===== src/fifo_cfg_pkg.sv =====
/* FIFO storage geometry shared by the flop RAM, both controllers and the testbench */

`default_nettype none

package fifo_cfg_pkg;

  // --------------------
  // Storage geometry
  // --------------------

  // Number of entries held in the flop RAM
  localparam int fifo_depth = 8;

  // Bits carried by each entry
  localparam int fifo_width = 16;

  // --------------------
  // Derived widths
  // --------------------

  // Pointer width into the RAM, one bit per power of two of the depth
  localparam int addr_width = $clog2(fifo_depth);

  // Counts span 0 through fifo_depth inclusive, so one value more than the
  // pointer range has to fit
  localparam int count_width = $clog2(fifo_depth + 1);

  // Largest valid pointer value, used for wrap-around in both controllers
  localparam int last_addr = fifo_depth - 1;

  // Buffer depth as a count value, used for full and slots
  localparam int depth_count = fifo_depth;

endpackage : fifo_cfg_pkg

`default_nettype wire


===== src/credit_pkg.sv =====
/* Credit counter sizing and pop output stage state encoding */

`default_nettype none

package credit_pkg;

  import fifo_cfg_pkg::*;

  // --------------------
  // Credit sizing
  // --------------------

  // The receiver never hands out more credit than there are entries
  localparam int max_credit = fifo_depth;

  // Counter holds 0 through max_credit
  localparam int credit_width = $clog2(max_credit + 1);

  // State of the pop output register
  // POP_EMPTY means the register holds nothing, POP_HOLD means pop_valid is up
  typedef enum logic [1:0] {
    POP_EMPTY = 2'd0,
    POP_HOLD  = 2'd1
  } pop_state_t;

endpackage : credit_pkg

`default_nettype wire


===== src/ram_flops_1r1w.sv =====
/* Flop array with one write port and one combinational read port */

`default_nettype none
`timescale 1ns/100ps

module ram_flops_1r1w (
  input  wire logic                            clk,
  input  wire logic                            wr_valid,
  input  wire logic [fifo_cfg_pkg::addr_width-1:0] wr_addr,
  input  wire logic [fifo_cfg_pkg::fifo_width-1:0] wr_data,
  input  wire logic [fifo_cfg_pkg::addr_width-1:0] rd_addr,
  output logic      [fifo_cfg_pkg::fifo_width-1:0] rd_data
);

  import fifo_cfg_pkg::*;

  // --------------------
  // Storage
  // --------------------

  // One register per entry
  // Cells are only read after the FIFO has written them, so they carry no reset
  logic [fifo_width-1:0] mem [fifo_depth];

  // Write happens at the clock edge that ends the push cycle
  always_ff @(posedge clk) begin
    if (wr_valid) begin
      mem[wr_addr] <= wr_data;
    end
  end

  // --------------------
  // Read port
  // --------------------

  // Zero read latency
  // The pop controller samples rd_data into its output register in the
  // same cycle it presents rd_addr
  always_comb begin
    rd_data = mem[rd_addr];
  end

  // The FIFO never reads the slot it is writing in the same cycle, because an
  // entry only becomes visible to the reader one edge after it is written, so
  // no write-to-read bypass is needed here

endmodule : ram_flops_1r1w

`default_nettype wire


===== src/fifo_push_credit_ctrl.sv =====
/* Push side of the FIFO with the credit counter, write pointer and the occupancy
   counts behind ram_has_data and the status flags */

`default_nettype none
`timescale 1ns/100ps

module fifo_push_credit_ctrl (
  input  wire logic                                clk,
  input  wire logic                                rst,
  input  wire logic                                push_credit_stall,
  output logic                                     push_credit,
  input  wire logic                                push_valid,
  input  wire logic [fifo_cfg_pkg::fifo_width-1:0]   push_data,
  input  wire logic [credit_pkg::credit_width-1:0]   credit_initial_push,
  input  wire logic [credit_pkg::credit_width-1:0]   credit_withhold_push,
  output logic      [credit_pkg::credit_width-1:0]   credit_count_push,
  output logic      [credit_pkg::credit_width-1:0]   credit_available_push,
  input  wire logic                                pop_taken,
  input  wire logic                                ram_read_taken,
  output logic                                     ram_has_data,
  output logic                                     ram_wr_valid,
  output logic      [fifo_cfg_pkg::addr_width-1:0]   ram_wr_addr,
  output logic      [fifo_cfg_pkg::fifo_width-1:0]   ram_wr_data,
  output logic                                     full,
  output logic      [fifo_cfg_pkg::count_width-1:0]  slots,
  output logic                                     empty,
  output logic      [fifo_cfg_pkg::count_width-1:0]  items
);

  import fifo_cfg_pkg::*;
  import credit_pkg::*;

  logic                   credit_active;
  logic [addr_width-1:0]  wr_ptr;
  logic [count_width-1:0] ram_count;

  // --------------------
  // Credit counter
  // --------------------

  // Held low through reset and for the first edge after it, so the counter
  // has loaded credit_initial_push before any credit goes out
  always_ff @(posedge clk) begin
    if (rst) begin
      credit_active <= 1'b0;
    end else begin
      credit_active <= 1'b1;
    end
  end

  // Withheld credit stays in the count but cannot be granted
  always_comb begin
    if (credit_count_push > credit_withhold_push) begin
      credit_available_push = credit_count_push - credit_withhold_push;
    end else begin
      credit_available_push = '0;
    end
  end

  // One credit per cycle while any is available and the receiver is not stalled
  assign push_credit = credit_active && !push_credit_stall && (credit_available_push != '0);

  // A pop returns a credit at the edge ending its cycle, so the credit is
  // usable one cycle later
  always_ff @(posedge clk) begin
    if (rst) begin
      credit_count_push <= credit_initial_push;
    end else begin
      case ({pop_taken, push_credit})
        2'b10:   credit_count_push <= credit_count_push + 1'b1;
        2'b01:   credit_count_push <= credit_count_push - 1'b1;
        default: credit_count_push <= credit_count_push;
      endcase
    end
  end

  // --------------------
  // RAM write
  // --------------------

  // Every push_valid cycle is accepted, the sender guarantees it held a credit
  assign ram_wr_valid = push_valid;
  assign ram_wr_addr  = wr_ptr;
  assign ram_wr_data  = push_data;

  always_ff @(posedge clk) begin
    if (rst) begin
      wr_ptr <= '0;
    end else if (push_valid) begin
      wr_ptr <= (wr_ptr == addr_width'(last_addr)) ? '0 : wr_ptr + 1'b1;
    end
  end

  // --------------------
  // Occupancy
  // --------------------

  // Entries written to the RAM but not yet moved into the pop register
  always_ff @(posedge clk) begin
    if (rst) begin
      ram_count <= '0;
    end else begin
      case ({push_valid, ram_read_taken})
        2'b10:   ram_count <= ram_count + 1'b1;
        2'b01:   ram_count <= ram_count - 1'b1;
        default: ram_count <= ram_count;
      endcase
    end
  end

  // Registered count, so a fresh push is seen by the reader one cycle later
  assign ram_has_data = (ram_count != '0);

  // Items covers the RAM plus the pop output register
  always_ff @(posedge clk) begin
    if (rst) begin
      items <= '0;
    end else begin
      case ({push_valid, pop_taken})
        2'b10:   items <= items + 1'b1;
        2'b01:   items <= items - 1'b1;
        default: items <= items;
      endcase
    end
  end

  assign slots = count_width'(depth_count) - items;
  assign full  = (items == count_width'(depth_count));
  assign empty = (items == '0);

endmodule : fifo_push_credit_ctrl

`default_nettype wire


===== src/fifo_pop_ctrl.sv =====
/* Pop side of the FIFO, a read pointer feeding a registered ready-valid output stage */

`default_nettype none
`timescale 1ns/100ps

module fifo_pop_ctrl (
  input  wire logic                                clk,
  input  wire logic                                rst,
  input  wire logic                                ram_has_data,
  output logic      [fifo_cfg_pkg::addr_width-1:0]   ram_rd_addr,
  input  wire logic [fifo_cfg_pkg::fifo_width-1:0]   ram_rd_data,
  output logic                                     ram_read_taken,
  output logic                                     pop_taken,
  input  wire logic                                pop_ready,
  output logic                                     pop_valid,
  output logic      [fifo_cfg_pkg::fifo_width-1:0]   pop_data
);

  import fifo_cfg_pkg::*;
  import credit_pkg::*;

  pop_state_t            state;
  pop_state_t            state_next;
  logic [addr_width-1:0] rd_ptr;
  logic                  load;

  // --------------------
  // Handshake
  // --------------------

  assign pop_valid = (state == POP_HOLD);
  assign pop_taken = pop_valid && pop_ready;

  // The register takes the RAM head when it is empty or emptying this cycle
  assign load           = ((state == POP_EMPTY) || pop_taken) && ram_has_data;
  assign ram_read_taken = load;

  // The read pointer always sits on the oldest unread entry
  assign ram_rd_addr = rd_ptr;

  // --------------------
  // State machine
  // --------------------

  always_comb begin
    state_next = state;
    case (state)
      POP_EMPTY: begin
        if (load) begin
          state_next = POP_HOLD;
        end
      end
      POP_HOLD: begin
        // A transfer with nothing behind it drains the register
        if (pop_taken && !load) begin
          state_next = POP_EMPTY;
        end
      end
      default: begin
        state_next = POP_EMPTY;
      end
    endcase
  end

  always_ff @(posedge clk) begin
    if (rst) begin
      state <= POP_EMPTY;
    end else begin
      state <= state_next;
    end
  end

  // Advance past the entry just copied out
  always_ff @(posedge clk) begin
    if (rst) begin
      rd_ptr <= '0;
    end else if (load) begin
      rd_ptr <= (rd_ptr == addr_width'(last_addr)) ? '0 : rd_ptr + 1'b1;
    end
  end

  // --------------------
  // Output register
  // --------------------

  // Payload only, pop_valid qualifies it
  // Without a load the value is held, which keeps pop_data stable under
  // back-pressure
  always_ff @(posedge clk) begin
    if (load) begin
      pop_data <= ram_rd_data;
    end
  end

endmodule : fifo_pop_ctrl

`default_nettype wire


===== src/fifo_flops_push_credit.sv =====
/* FIFO with credit-valid push, ready-valid pop and an internal flop RAM */

`default_nettype none
`timescale 1ns/100ps

module fifo_flops_push_credit (
  input  wire logic                                clk,
  input  wire logic                                rst,
  input  wire logic                                push_sender_in_reset,
  output logic                                     push_receiver_in_reset,
  input  wire logic                                push_credit_stall,
  output logic                                     push_credit,
  input  wire logic                                push_valid,
  input  wire logic [fifo_cfg_pkg::fifo_width-1:0]   push_data,
  input  wire logic                                pop_ready,
  output logic                                     pop_valid,
  output logic      [fifo_cfg_pkg::fifo_width-1:0]   pop_data,
  output logic                                     full,
  output logic      [fifo_cfg_pkg::count_width-1:0]  slots,
  input  wire logic [credit_pkg::credit_width-1:0]   credit_initial_push,
  input  wire logic [credit_pkg::credit_width-1:0]   credit_withhold_push,
  output logic      [credit_pkg::credit_width-1:0]   credit_count_push,
  output logic      [credit_pkg::credit_width-1:0]   credit_available_push,
  output logic                                     empty,
  output logic      [fifo_cfg_pkg::count_width-1:0]  items
);

  import fifo_cfg_pkg::*;

  logic                  either_rst;
  logic                  ram_wr_valid;
  logic [addr_width-1:0] ram_wr_addr;
  logic [fifo_width-1:0] ram_wr_data;
  logic [addr_width-1:0] ram_rd_addr;
  logic [fifo_width-1:0] ram_rd_data;
  logic                  ram_has_data;
  logic                  ram_read_taken;
  logic                  pop_taken;

  // --------------------
  // Reset handling
  // --------------------

  // A sender reset drops all buffered entries and reloads the credit count
  assign either_rst = rst || push_sender_in_reset;

  // Tells the sender our reset state one cycle late
  always_ff @(posedge clk) begin
    push_receiver_in_reset <= rst;
  end

  // --------------------
  // Blocks
  // --------------------

  fifo_push_credit_ctrl u_push_ctrl (
    .clk                   (clk),
    .rst                   (either_rst),
    .push_credit_stall     (push_credit_stall),
    .push_credit           (push_credit),
    .push_valid            (push_valid),
    .push_data             (push_data),
    .credit_initial_push   (credit_initial_push),
    .credit_withhold_push  (credit_withhold_push),
    .credit_count_push     (credit_count_push),
    .credit_available_push (credit_available_push),
    .pop_taken             (pop_taken),
    .ram_read_taken        (ram_read_taken),
    .ram_has_data          (ram_has_data),
    .ram_wr_valid          (ram_wr_valid),
    .ram_wr_addr           (ram_wr_addr),
    .ram_wr_data           (ram_wr_data),
    .full                  (full),
    .slots                 (slots),
    .empty                 (empty),
    .items                 (items)
  );

  fifo_pop_ctrl u_pop_ctrl (
    .clk            (clk),
    .rst            (either_rst),
    .ram_has_data   (ram_has_data),
    .ram_rd_addr    (ram_rd_addr),
    .ram_rd_data    (ram_rd_data),
    .ram_read_taken (ram_read_taken),
    .pop_taken      (pop_taken),
    .pop_ready      (pop_ready),
    .pop_valid      (pop_valid),
    .pop_data       (pop_data)
  );

  // Storage has no reset, both pointers are cleared by either_rst instead
  ram_flops_1r1w u_ram (
    .clk      (clk),
    .wr_valid (ram_wr_valid),
    .wr_addr  (ram_wr_addr),
    .wr_data  (ram_wr_data),
    .rd_addr  (ram_rd_addr),
    .rd_data  (ram_rd_data)
  );

endmodule : fifo_flops_push_credit

`default_nettype wire


===== config.mk =====
export PLATFORM = sky130hd
export DESIGN_NAME = fifo_flops_push_credit
export DESIGN_NICKNAME = d
export VERILOG_FILES = /design/src/fifo_cfg_pkg.sv /design/src/credit_pkg.sv /design/src/ram_flops_1r1w.sv /design/src/fifo_push_credit_ctrl.sv /design/src/fifo_pop_ctrl.sv /design/src/fifo_flops_push_credit.sv
export SDC_FILE = /design/constraint.sdc
export NUM_CORES = 1
export LEC_CHECK = 0
export BUFFER_PORTS_ARGS = -buffer_cell sky130_fd_sc_hd__clkbuf_2
export CORE_MARGIN = 4
export CORE_UTILIZATION = 49
export DETAILED_ROUTE_END_ITERATION = 7
export PLACE_DENSITY = 0.68
export SYNTH_ARGS = -nofsm -noshare
export SYNTH_HDL_FRONTEND = slang
export SYNTH_SLANG_ARGS = --single-unit
export TNS_END_PERCENT = 1

===== constraint.sdc =====
create_clock -name clk -period 4.03 [get_ports clk]
set_input_delay 0.403 -clock clk [delete_from_list [all_inputs] [get_ports clk]]
set_output_delay 0.403 -clock clk [all_outputs]
set_load 0.02 [all_outputs]

Yosys cells after proc, flatten, opt, wreduce, memory -nomap -nowiden

Memories as Yosys holds them, arrays and structs flattened. A register that Yosys moved wholly into a read port is not among the register bits.
Index checks and enable logic that the tools add are counted.

Flip-flop bits (word level): 22
Latch bits: 0
RAM bits: 128
ROM bits: 0
Output and inout bits: 37
Word-level logic and storage cells: 62
Memories: 1

Add/subtract/negate cells: 10
$mul: 0
Divide/modulo/power cells: 0
Magnitude comparators: 1
Equality and inequality tests: 12
Shifts and indexed selects: 0
Multiplexer cells: 13
Bitwise operators: 0
Reductions and logical operators: 17

Memory list:

| memory    | words | width | read ports | clocked after memory_dff | wr ports | line                 | RTL |
|---|---|---|---|---|---|---|---|
| u_ram.mem | 8     | 16    | 1          | 1                        | 1        | ram_flops_1r1w.sv:23 | `logic [fifo_width-1:0] mem [fifo_depth];` |

Operators with widths:

| cell                                                                   | count |
|---|---|
| 4-bit case mux with 2 select lines                                     | 3 |
| 4-bit by 1-bit adder with 4-bit output (second input constant)         | 3 |
| 4-bit by 1-bit subtractor with 4-bit output (second input constant)    | 3 |
| 2-bit by 1-bit equality test with 1-bit output (second input constant) | 4 |
| 4-bit two-way mux                                                      | 2 |
| 4-bit nonzero test                                                     | 2 |
| 3-bit by 1-bit adder with 3-bit output (second input constant)         | 2 |
| 2-bit equality test (second input constant)                            | 3 |
| 3-bit equality test (second input constant)                            | 2 |
| 3-bit two-way mux                                                      | 2 |
| 1-bit logical AND                                                      | 5 |
| 4-bit equality test (second input constant)                            | 1 |
| 4-bit greater-than comparator                                          | 1 |
| 4-bit zero test                                                        | 1 |
| 2-bit two-way mux                                                      | 2 |
| 2-bit case mux with 2 select lines                                     | 1 |
| 2-bit nonzero test                                                     | 2 |
| 4-bit subtractor                                                       | 1 |
| 4-bit subtractor (first input constant)                                | 1 |
| 1-bit two-way mux                                                      | 3 |
| 3-bit nonzero test                                                     | 1 |
| 1-bit zero test                                                        | 2 |
| 2-bit zero test                                                        | 1 |
| 1-bit logical OR                                                       | 2 |
| other kinds (3)                                                        | 3 |

Depth between registers and ports, before layout

Gate-level depths: netlist (run 1).

Depth after elaboration: 8
Mapped depth: 14
Depth with buffers taken out: 14

By module

Synthesis (run 1) repeated with hierarchy kept, for this count alone.

Cells, all modules: 397
Area, all modules: 7068.0 µm²

Modules (own cells, without submodules):

| module                 | instances | cells each | area each (µm²) | seq. area each (µm²) |
|---|---|---|---|---|
| ram_flops_1r1w         | 1         | 198        | 4973.5          | 3843.7 |
| fifo_push_credit_ctrl  | 1         | 159        | 1367.6          | 360.3 |
| fifo_pop_ctrl          | 1         | 38         | 700.7           | 560.5 |
| fifo_flops_push_credit | 1         | 2          | 26.3            | 20.0 |

Worst setup path after synthesis (run 1)

Ideal clock, no wire load.

Path kind: reg-to-reg
Start: register u_push_ctrl.credit_count_push[0] (netlist bit)
End: register u_push_ctrl.credit_count_push[3] (netlist bit) (data pin)
Data arrival time: 3007 ps
Slack: 764 ps
Stages on the path, launching flop included: 15
Cell sequence: edfxtp_1 inv_1 ha_1 fa_1 xor2_2 nand4b_1 mux2_4 nand2_1 inv_1 ha_1 a21o_1 a21oi_1 xor2_1 and3_1 o31a_1

Longest elaborated chain between the ends: 7
Elaborated cells on any way between the ends: 11
Those cells by class: add/sub (3); order compare (1); eq/ne (2); mux (3); reduce/logical (2)

RTL lines:

| element                                                                                      | line                                                     | RTL |
|---|---|---|
| start: declaration                                                                           | fifo_push_credit_ctrl.sv:16                              | `output logic [credit_pkg::credit_width-1:0] credit_count_push,` |
| start signal: assignment                                                                     | fifo_push_credit_ctrl.sv:67                              | `credit_count_push <= credit_initial_push;` |
| start signal: assignment                                                                     | fifo_push_credit_ctrl.sv:70                              | `2'b10: credit_count_push <= credit_count_push + 1'b1;` |
| start signal: assignment                                                                     | fifo_push_credit_ctrl.sv:71                              | `2'b01: credit_count_push <= credit_count_push - 1'b1;` |
| 4-bit subtractor / 4-bit greater-than comparator (equally long branches)                     | fifo_push_credit_ctrl.sv:54, fifo_push_credit_ctrl.sv:53 |  |
| 4-bit two-way mux                                                                            | fifo_push_credit_ctrl.sv:53                              | `if (credit_count_push > credit_withhold_push) begin` |
| 4-bit nonzero test                                                                           | fifo_push_credit_ctrl.sv:61                              | `assign push_credit = credit_active && !push_credit_stall && (credit_available_push != '0);` |
| 1-bit logical AND                                                                            | fifo_push_credit_ctrl.sv:61                              |  |
| 2-bit by 1-bit equality test with 1-bit output / 2-bit equality test (equally long branches) | fifo_push_credit_ctrl.sv:69                              | `case ({pop_taken, push_credit})` |
| 4-bit case mux with 2 select lines *                                                         | fifo_push_credit_ctrl.sv:69                              |  |
| 4-bit two-way mux *                                                                          | fifo_push_credit_ctrl.sv:66                              | `if (rst) begin` |

Mark *: on every way between the ends. The rest lies on a longest branch, timed or not.
A chain may end at the register's enable or synchronous reset.

Worst setup path in the final report (run 1)

Same ends and word-level chain as after synthesis.

==> flow_summary.toml, run 1 <==
[critical_path]
worstPathArrival_ps = 3540
start_kind = "flip-flop"
crit_chain = "inv_1 > ha_1 > fa_1 > xor2_2 > nand4b_1 > mux2_4 > nand2_1 > inv_1 > ha_1 > a21o_1 > a21oi_1 > xor2_1 > a21oi_1 > o31a_1"
crit_type = "flip-flop to flip-flop"
cp_max_fo = 5
cp_data_required_time_ps = 4190
r2r-start = "u_push_ctrl.credit_count_push[0]$_DFFE_PP_"
r2r_end = "u_push_ctrl.credit_count_push[3]$_DFFE_PP_"
r2r_slack_ps = 660
reg2regPathDepth = 14
crit_family = "adder cells"
slowest_delay_ps = 440
path_buf_inv = 2
cp-end-kind = "flip-flop"
crit_slowest_cell = "fa_1"

[yosys]
synth-seq-cells = 165
seq_area_frac_synth_pct = 71.1
netlist_instances = 369
synth.distinct_cells = 38
synth_area_per_cell_sq_um = 18.2
synth_edf_count = 148
synth_top_cells_by_area = "edfxtp_1, mux4_2, dfxtp_1, ha_1, mux2_2"
ys_async_sr_fraction_pct = 0
synth_ff_type = "edfxtp_1"
yosys_warnings = 0
synth_top_cell_area_share_pct = 66.0
netlist_area_sq_um = 6730
synth.net_count = 420
synth_largest_area_cell = "edfxtp_1"

[floorplan]
io_pins = 67
initial_core_util_pct = 50.4
fp.dieW_um = 125
die_area_sq_um = 15700
rows = 42
core_area_sq_um = 13300
die_h_um = 125

[clocking]
ctsResizeCount = 0
root_buffer = "clkbuf_16"
cts_made_buffers = 17
cts_max_path_buffers = 2
cts_tree = "yes"
cts.sinks = 165
cts_setup_buffers = 0
path_clk_slew_ps = 60
clk_latency_ps = 420
htree_num_levels = 4
hold_buffers = 0

[route]
drc = 0
num_vias = 3478
first_iter_violations = 233
firstDrtPassIters = 4
vias_per_cell = 5.46
ant_nets = 0
drt-wirelength-per-cell_um = 18.8
routed_wl_um = 12000

[timing]
rsz0062_at_grt = "false"
max_freq_mhz = 296
report.final.hold_viol_count = 0
period_minus_slack_ps = 3370
finalWorstSetupSlack_ps = 657
slew_headroom_pct = 22.6
worst_slew_pin_slew_ps = 1160
hold_ws_ps = 100
finalSetupViolations = 0
worst_clock_skew_ps = 8.11
drv_slew = 0
finalCritPeriodShare_pct = 83.7
tns_ps = 0

[layout]
diodes = 0
area_growth_pct = 17.1
fin_area_sq_um = 7890
drive_above_1_share_pct = 34.7
nNetsFinal = 499

[pwr]
power.leakage_nw = 2.81
peakVddDrop_mv = 0.330
p_per_area_nw_per_um2 = 499
power.total_mw = 3.94

[grt]
met2_usage_pct = 26.2
grt_pass1_vias = 3589
met1_usage_pct = 21.6
grt_most_used_layer = "met2"
grt_use_met3_pct = 3.45
antenna_found_initial = 0
overflow = 0
grt_use_total_pct = 16.2
grt_pass1_wl_um = 19300
grt_max_degree = 29

[placed_design]
port_buffers = 66
gp_congestion = 0.803
placed_area_sq_um = 7300
dp_hpwl_um = 7260
pre_cts_ws_ps = 629

[run_status]
status = "finished, final reports clean"

[worst_hold_path]
hp-start = "rst"
worstHoldEndpoint = "push_receiver_in_reset$_DFF_P_"
hp-class = "input pin to flip-flop"
hold_depth = 1

[flow_run]
maxCapViolations = 0
==> where the power goes <==
group | leakage (nW) | switching, mW | internal (mW)
combinational | 1.04 | 0.238 | 0.165
sequential | 1.49 | 0.0301 | 1.93
clock | 0.273 | 0.649 | 0.920
==> logic make-up after synthesis <==
group           synth area share [%]
flops                           71.1
xor+xnor                        1.67
simple gates                    4.37
compound gates                  2.29
mux                             14.3
buf+inv                         1.91
fa+ha+maj                       4.35
==> Yosys cell counts, drive strengths merged, types with 2 or more instances <==
cell      n
nor2     27
nand4     2
ha       17
inv      15
nor2b     3
a21oi    14
mux2     17
buf       5
or3       2
mux4     32
dfxtp    17
clkbuf   10
fa        4
edfxtp  148
nand2     8
nand2b    5
o21ai     7
xnor2     4
and3b     2
a21o      3
mux2i     5
xor2      8
nor3      4
==> metrics by stage <==
step	cells	util, %
after floorplan	369	-
final	637	59.1
after global placement	605	54.7
after global routing	637	59.1
after CTS	637	59.1
after detailed placement	605	54.7
==> placed cells by master (no fill, tap or decap), types with 2 or more instances in the layout <==
| master | count |
|---|---|
| a21o_1 | 3 |
| a21oi_1 | 14 |
| buf_4 | 9 |
| bufinv_16 | 2 |
| clkbuf_1 | 2 |
| clkbuf_16 | 17 |
| clkbuf_2 | 66 |
| clkinv_4 | 3 |
| clkinvlp_4 | 3 |
| dfxtp_1 | 16 |
| edfxtp_1 | 148 |
| fa_1 | 4 |
| ha_1 | 17 |
| inv_1 | 15 |
| inv_6 | 4 |
| mux2_2 | 16 |
| mux2i_1 | 5 |
| mux4_2 | 32 |
| nand2_1 | 8 |
| nand2b_1 | 5 |
| nand4_1 | 2 |
| nor2_1 | 27 |
| nor2b_1 | 2 |
| nor3_1 | 2 |
| nor3_4 | 2 |
| o21ai_0 | 5 |
| o21ai_1 | 2 |
| or3_1 | 2 |
| xnor2_1 | 4 |
| xor2_1 | 7 |
==> flip-flops by register name, indices dropped and copies added (netlist names) <==
signal	cells
u_ram.mem	128
u_pop_ctrl.pop_data	16
u_push_ctrl.credit_count_push	4
u_push_ctrl.items	4
u_push_ctrl.ram_count	4
u_pop_ctrl.ram_rd_addr	3
u_push_ctrl.ram_wr_addr	3
push_receiver_in_reset	1
u_pop_ctrl.state	1
u_push_ctrl.credit_active	1
==> worst register-to-register path, delay by kind of cell (launching register included) <==
kind | cells | cell delay [ps]
AO/OA/AOI/OAI | 4 | 700
multiplexers | 1 | 300
adder cells (fa/ha/maj) | 3 | 930
buffers and inverters | 2 | 170
AND/OR/NAND/NOR | 2 | 210
XOR/XNOR | 2 | 430
flip-flops | 1 | 380
==> cell type report <==
type,count,area (sq um)
Multi-Input combinational cell,174,1840
Clock buffer,19,433
Inverter,15,56.3
Clock inverter,13,148
Fill cell,1033,5460
Timing Repair Buffer,75,398
Sequential cell,165,4790
Tap cell,176,220
==> per-layer routing <==
metal	vias up	part of all wire [%]
met5	-	0
met3	19	2.8
met2	59	51
met1	1803	45
met4	0	1.7
li1	1597	-
==> worst max path at each step <==
stage | slack (ps) | depth (start not counted) | end | from
after CTS | 650 | 14 | u_push_ctrl.credit_count_push[3]$_DFFE_PP_ | u_push_ctrl.credit_count_push[0]$_DFFE_PP_
final | 660 | 14 | u_push_ctrl.credit_count_push[3]$_DFFE_PP_ | u_push_ctrl.credit_count_push[0]$_DFFE_PP_
after global placement | 780 | 14 | u_push_ctrl.credit_count_push[3]$_DFFE_PP_ | credit_withhold_push[0]
after global routing | 410 | 14 | u_push_ctrl.credit_count_push[3]$_DFFE_PP_ | u_push_ctrl.credit_count_push[0]$_DFFE_PP_
after floorplan | 760 | 14 | u_push_ctrl.credit_count_push[3]$_DFFE_PP_ | u_push_ctrl.credit_count_push[0]$_DFFE_PP_
after detailed placement | 630 | 14 | u_push_ctrl.credit_count_push[3]$_DFFE_PP_ | credit_withhold_push[0]
Note: power is estimated with default switching activity, not from simulation.
==> inputs of run 2 (changes only) <==
Settings changed: ABC_AREA set to 1, PLACE_DENSITY 0.68 to 0.71.
Clock period 4.03 ns to 2.87 ns, I/O delays scaled along.
==> run 2 against run 1 <==
Against the previous run:
- die area increased by 2.3%
- fmax increased by 18%
- clock-buffer cell count decreased by 1
- cell count increased by 34%
- wire length increased by 23%
- largest cell class unchanged
- largest power group unchanged
- highest routed layer unchanged
==> flow_summary.toml, run 2 <==
[critical_path]
crit_type = "flip-flop to flip-flop"
crit_slowest_cell = "fa_2"
crit_chain = "inv_2 > ha_4 > fa_2 > inv_1 > o31ai_2 > nand2_2 > nand3_4 > inv_4 > ha_1 > nand3_1 > nand2_1 > xor2_1 > inv_1 > nand4_1 > nand3_2 > nand2_2"
worstPathArrival_ps = 3050
slowest_delay_ps = 530
cp_data_required_time_ps = 3060
r2r-start = "u_push_ctrl.credit_count_push[0]$_DFFE_PP_"
r2r_end = "u_push_ctrl.credit_count_push[3]$_DFFE_PP_"
r2r_slack_ps = 9
reg2regPathDepth = 16
cp-end-kind = "flip-flop"
cp_max_fo = 4
start_kind = "flip-flop"

[timing]
worst_clock_skew_ps = 8.06
max_freq_mhz = 350
rsz0062_at_grt = "true"
slew_headroom_pct = 52.7
report.final.hold_viol_count = 0
drv_slew = 0
hold_ws_ps = 133
finalCritPeriodShare_pct = 99.7
period_minus_slack_ps = 2860
worst_slew_pin_slew_ps = 709
finalSetupViolations = 0

[floorplan]
die_h_um = 127
io_pins = 67
rows = 43
fp.dieW_um = 127
initial_core_util_pct = 49.9
core_area_sq_um = 13800
die_area_sq_um = 16000

[layout]
final_cell_mix = "edfxtp_1, nor2_1, o21ai_0, clkbuf_2, inv_1"
drive_above_1_share_pct = 20.1
nNetsFinal = 714
instances_no_fill = 855
area_growth_pct = 17.4
largest_reg_flops = 128
diodes = 0
final_common_cell = "edfxtp_1"
final_util_pct = 58.6
regMostFlops = "u_ram.mem"
reg.largest.list = "u_ram.mem (128), u_pop_ctrl.pop_data (16)"
nFillCells = 1085
fin_area_sq_um = 8100

[yosys]
synth_largest_area_cell = "edfxtp_1"
synth.net_count = 632
synth_top_cells_by_area = "edfxtp_1, nor2_1, o21ai_0, dfxtp_1, ha_1"
netlist_area_sq_um = 6900
synth_area_per_cell_sq_um = 11.9
seq_area_frac_synth_pct = 69.4
synth.distinct_cells = 32
synth-seq-cells = 165
netlist_instances = 581
ys_async_sr_fraction_pct = 0
post-synth-top-count-cell = "edfxtp_1"
ys_top_cells_by_count = "edfxtp_1, nor2_1, o21ai_0"
synth_edf_count = 148
yosys_warnings = 0
synth_top_cell_area_share_pct = 64.4
synth_ff_type = "edfxtp_1"

[run_status]
status = "finished, final reports clean"

[pwr]
p_per_area_nw_per_um2 = 752
power.leakage_nw = 3.10
peakVddDrop_mv = 0.463
power.total_mw = 6.09

[placed_design]
gp_congestion = 0.837
place_inst = 819
dp_hpwl_um = 8510
port_buffers = 66
placed_area_sq_um = 7480

[route]
vias_per_cell = 5.39
drt-wirelength-per-cell_um = 17.2
ant_nets = 0
firstDrtPassIters = 4
routed_wl_um = 14700
num_vias = 4609
first_iter_violations = 378
drc = 0

[worst_hold_path]
worstHoldEndpoint = "u_ram.mem[5][7]$_DFFE_PP_"
hp-start = "push_data[7]"
hold_depth = 1
hp-class = "input pin to flip-flop"

[clocking]
cts.sinks = 165
htree_num_levels = 4
clk_latency_ps = 430
cts_made_buffers = 17
cts_tree = "yes"
path_clk_slew_ps = 70
cts_max_path_buffers = 2
root_buffer = "clkbuf_16"

[grt]
antenna_found_initial = 0
grt_max_degree = 67
grt_pass1_wl_um = 23100
grt_pass1_vias = 4399
grt_use_total_pct = 18.9
overflow = 0

[flow_run]
maxCapViolations = 0
## run 2: routing by layer
| metal | vias up | global-route usage, % | wire length [um] |
|---|---|---|---|
| li1 | 2207 | - | - |
| met1 | 2239 | 23.8 | 6120 |
| met2 | 138 | 31.8 | 7500 |
| met3 | 25 | 4.88 | 817 |
| met4 | 0 | 6.56 | 267 |
| met5 | - | 0 | 0 |
## run 2: power breakdown
| part | total [mW] | internal [mW] | switching, mW |
|---|---|---|---|
| logic | 1.06 | 0.342 | 0.718 |
| registers | 2.84 | 2.79 | 0.0492 |
| clock network | 2.19 | 1.27 | 0.917 |
| total | 6.09 | 4.41 | 1.68 |
## run 2: worst max-delay path by stage
stage / startpoint / endpoint / slack [ps] / cells past startpoint
floorplan: u_push_ctrl.credit_count_push[0]$_DFFE_PP_ / u_push_ctrl.credit_count_push[3]$_DFFE_PP_ / 10 / 20
global placement: u_push_ctrl.credit_count_push[0]$_DFFE_PP_ / u_push_ctrl.credit_count_push[3]$_DFFE_PP_ / 80 / 20
detailed placement: u_push_ctrl.credit_count_push[0]$_DFFE_PP_ / u_push_ctrl.credit_count_push[3]$_DFFE_PP_ / -20 / 20
CTS: u_push_ctrl.credit_count_push[0]$_DFFE_PP_ / u_push_ctrl.credit_count_push[3]$_DFFE_PP_ / 20 / 16
global route: u_push_ctrl.credit_count_push[0]$_DFFE_PP_ / u_push_ctrl.credit_count_push[3]$_DFFE_PP_ / -150 / 16
finish: u_push_ctrl.credit_count_push[0]$_DFFE_PP_ / u_push_ctrl.credit_count_push[3]$_DFFE_PP_ / 9 / 16
## run 2: timing repair
action | CTS | global route
hold buffers | 1 | 0
gates resized for setup | 2 | 3
pin swaps | 0 | 3
endpoints found under the setup margin | 1 | 1
endpoints found under the hold margin | 1 | 0
setup buffers | 1 | 3
## run 2: kinds of logic after synthesis
group,after synthesis,synth area share (%)
AO/OA/AOI/OAI,131,10.2
adder cells (fa/ha/maj),21,4.24
flip-flops,165,69.4
AND/OR/NAND/NOR,189,11.2
XOR/XNOR,6,0.762
buffers and inverters,69,4.19
## run 2: worst max-delay path: cells and delay by family, from the launching register on
kind	cells	cell delay [ps]
adder cells (fa/ha/maj)	3	950
AND/OR/NAND/NOR	7	610
flip-flops	1	380
AO/OA/AOI/OAI	1	280
buffers and inverters	4	240
XOR/XNOR	1	160
## run 2: through the flow
step / worst slack, ps / setup TNS, ps
after global placement: 78.4 / 0
after detailed placement: -22.5 / -22.5
after CTS: 24.6 / 0
after floorplan: 9.72 / 0
final: 9.25 / 0
after global routing: -150 / -150
## run 2: final cells by class
type,count,area [sq um],share of cell area (%)
clock buffers,18,429,5.30
inverters,43,164,2.02
clock inverters,13,134,1.65
repair buffers,89,505,6.24
flip-flops and latches,165,4790,59.1
well taps,180,225,2.78
multi-input cells,347,1860,22.9
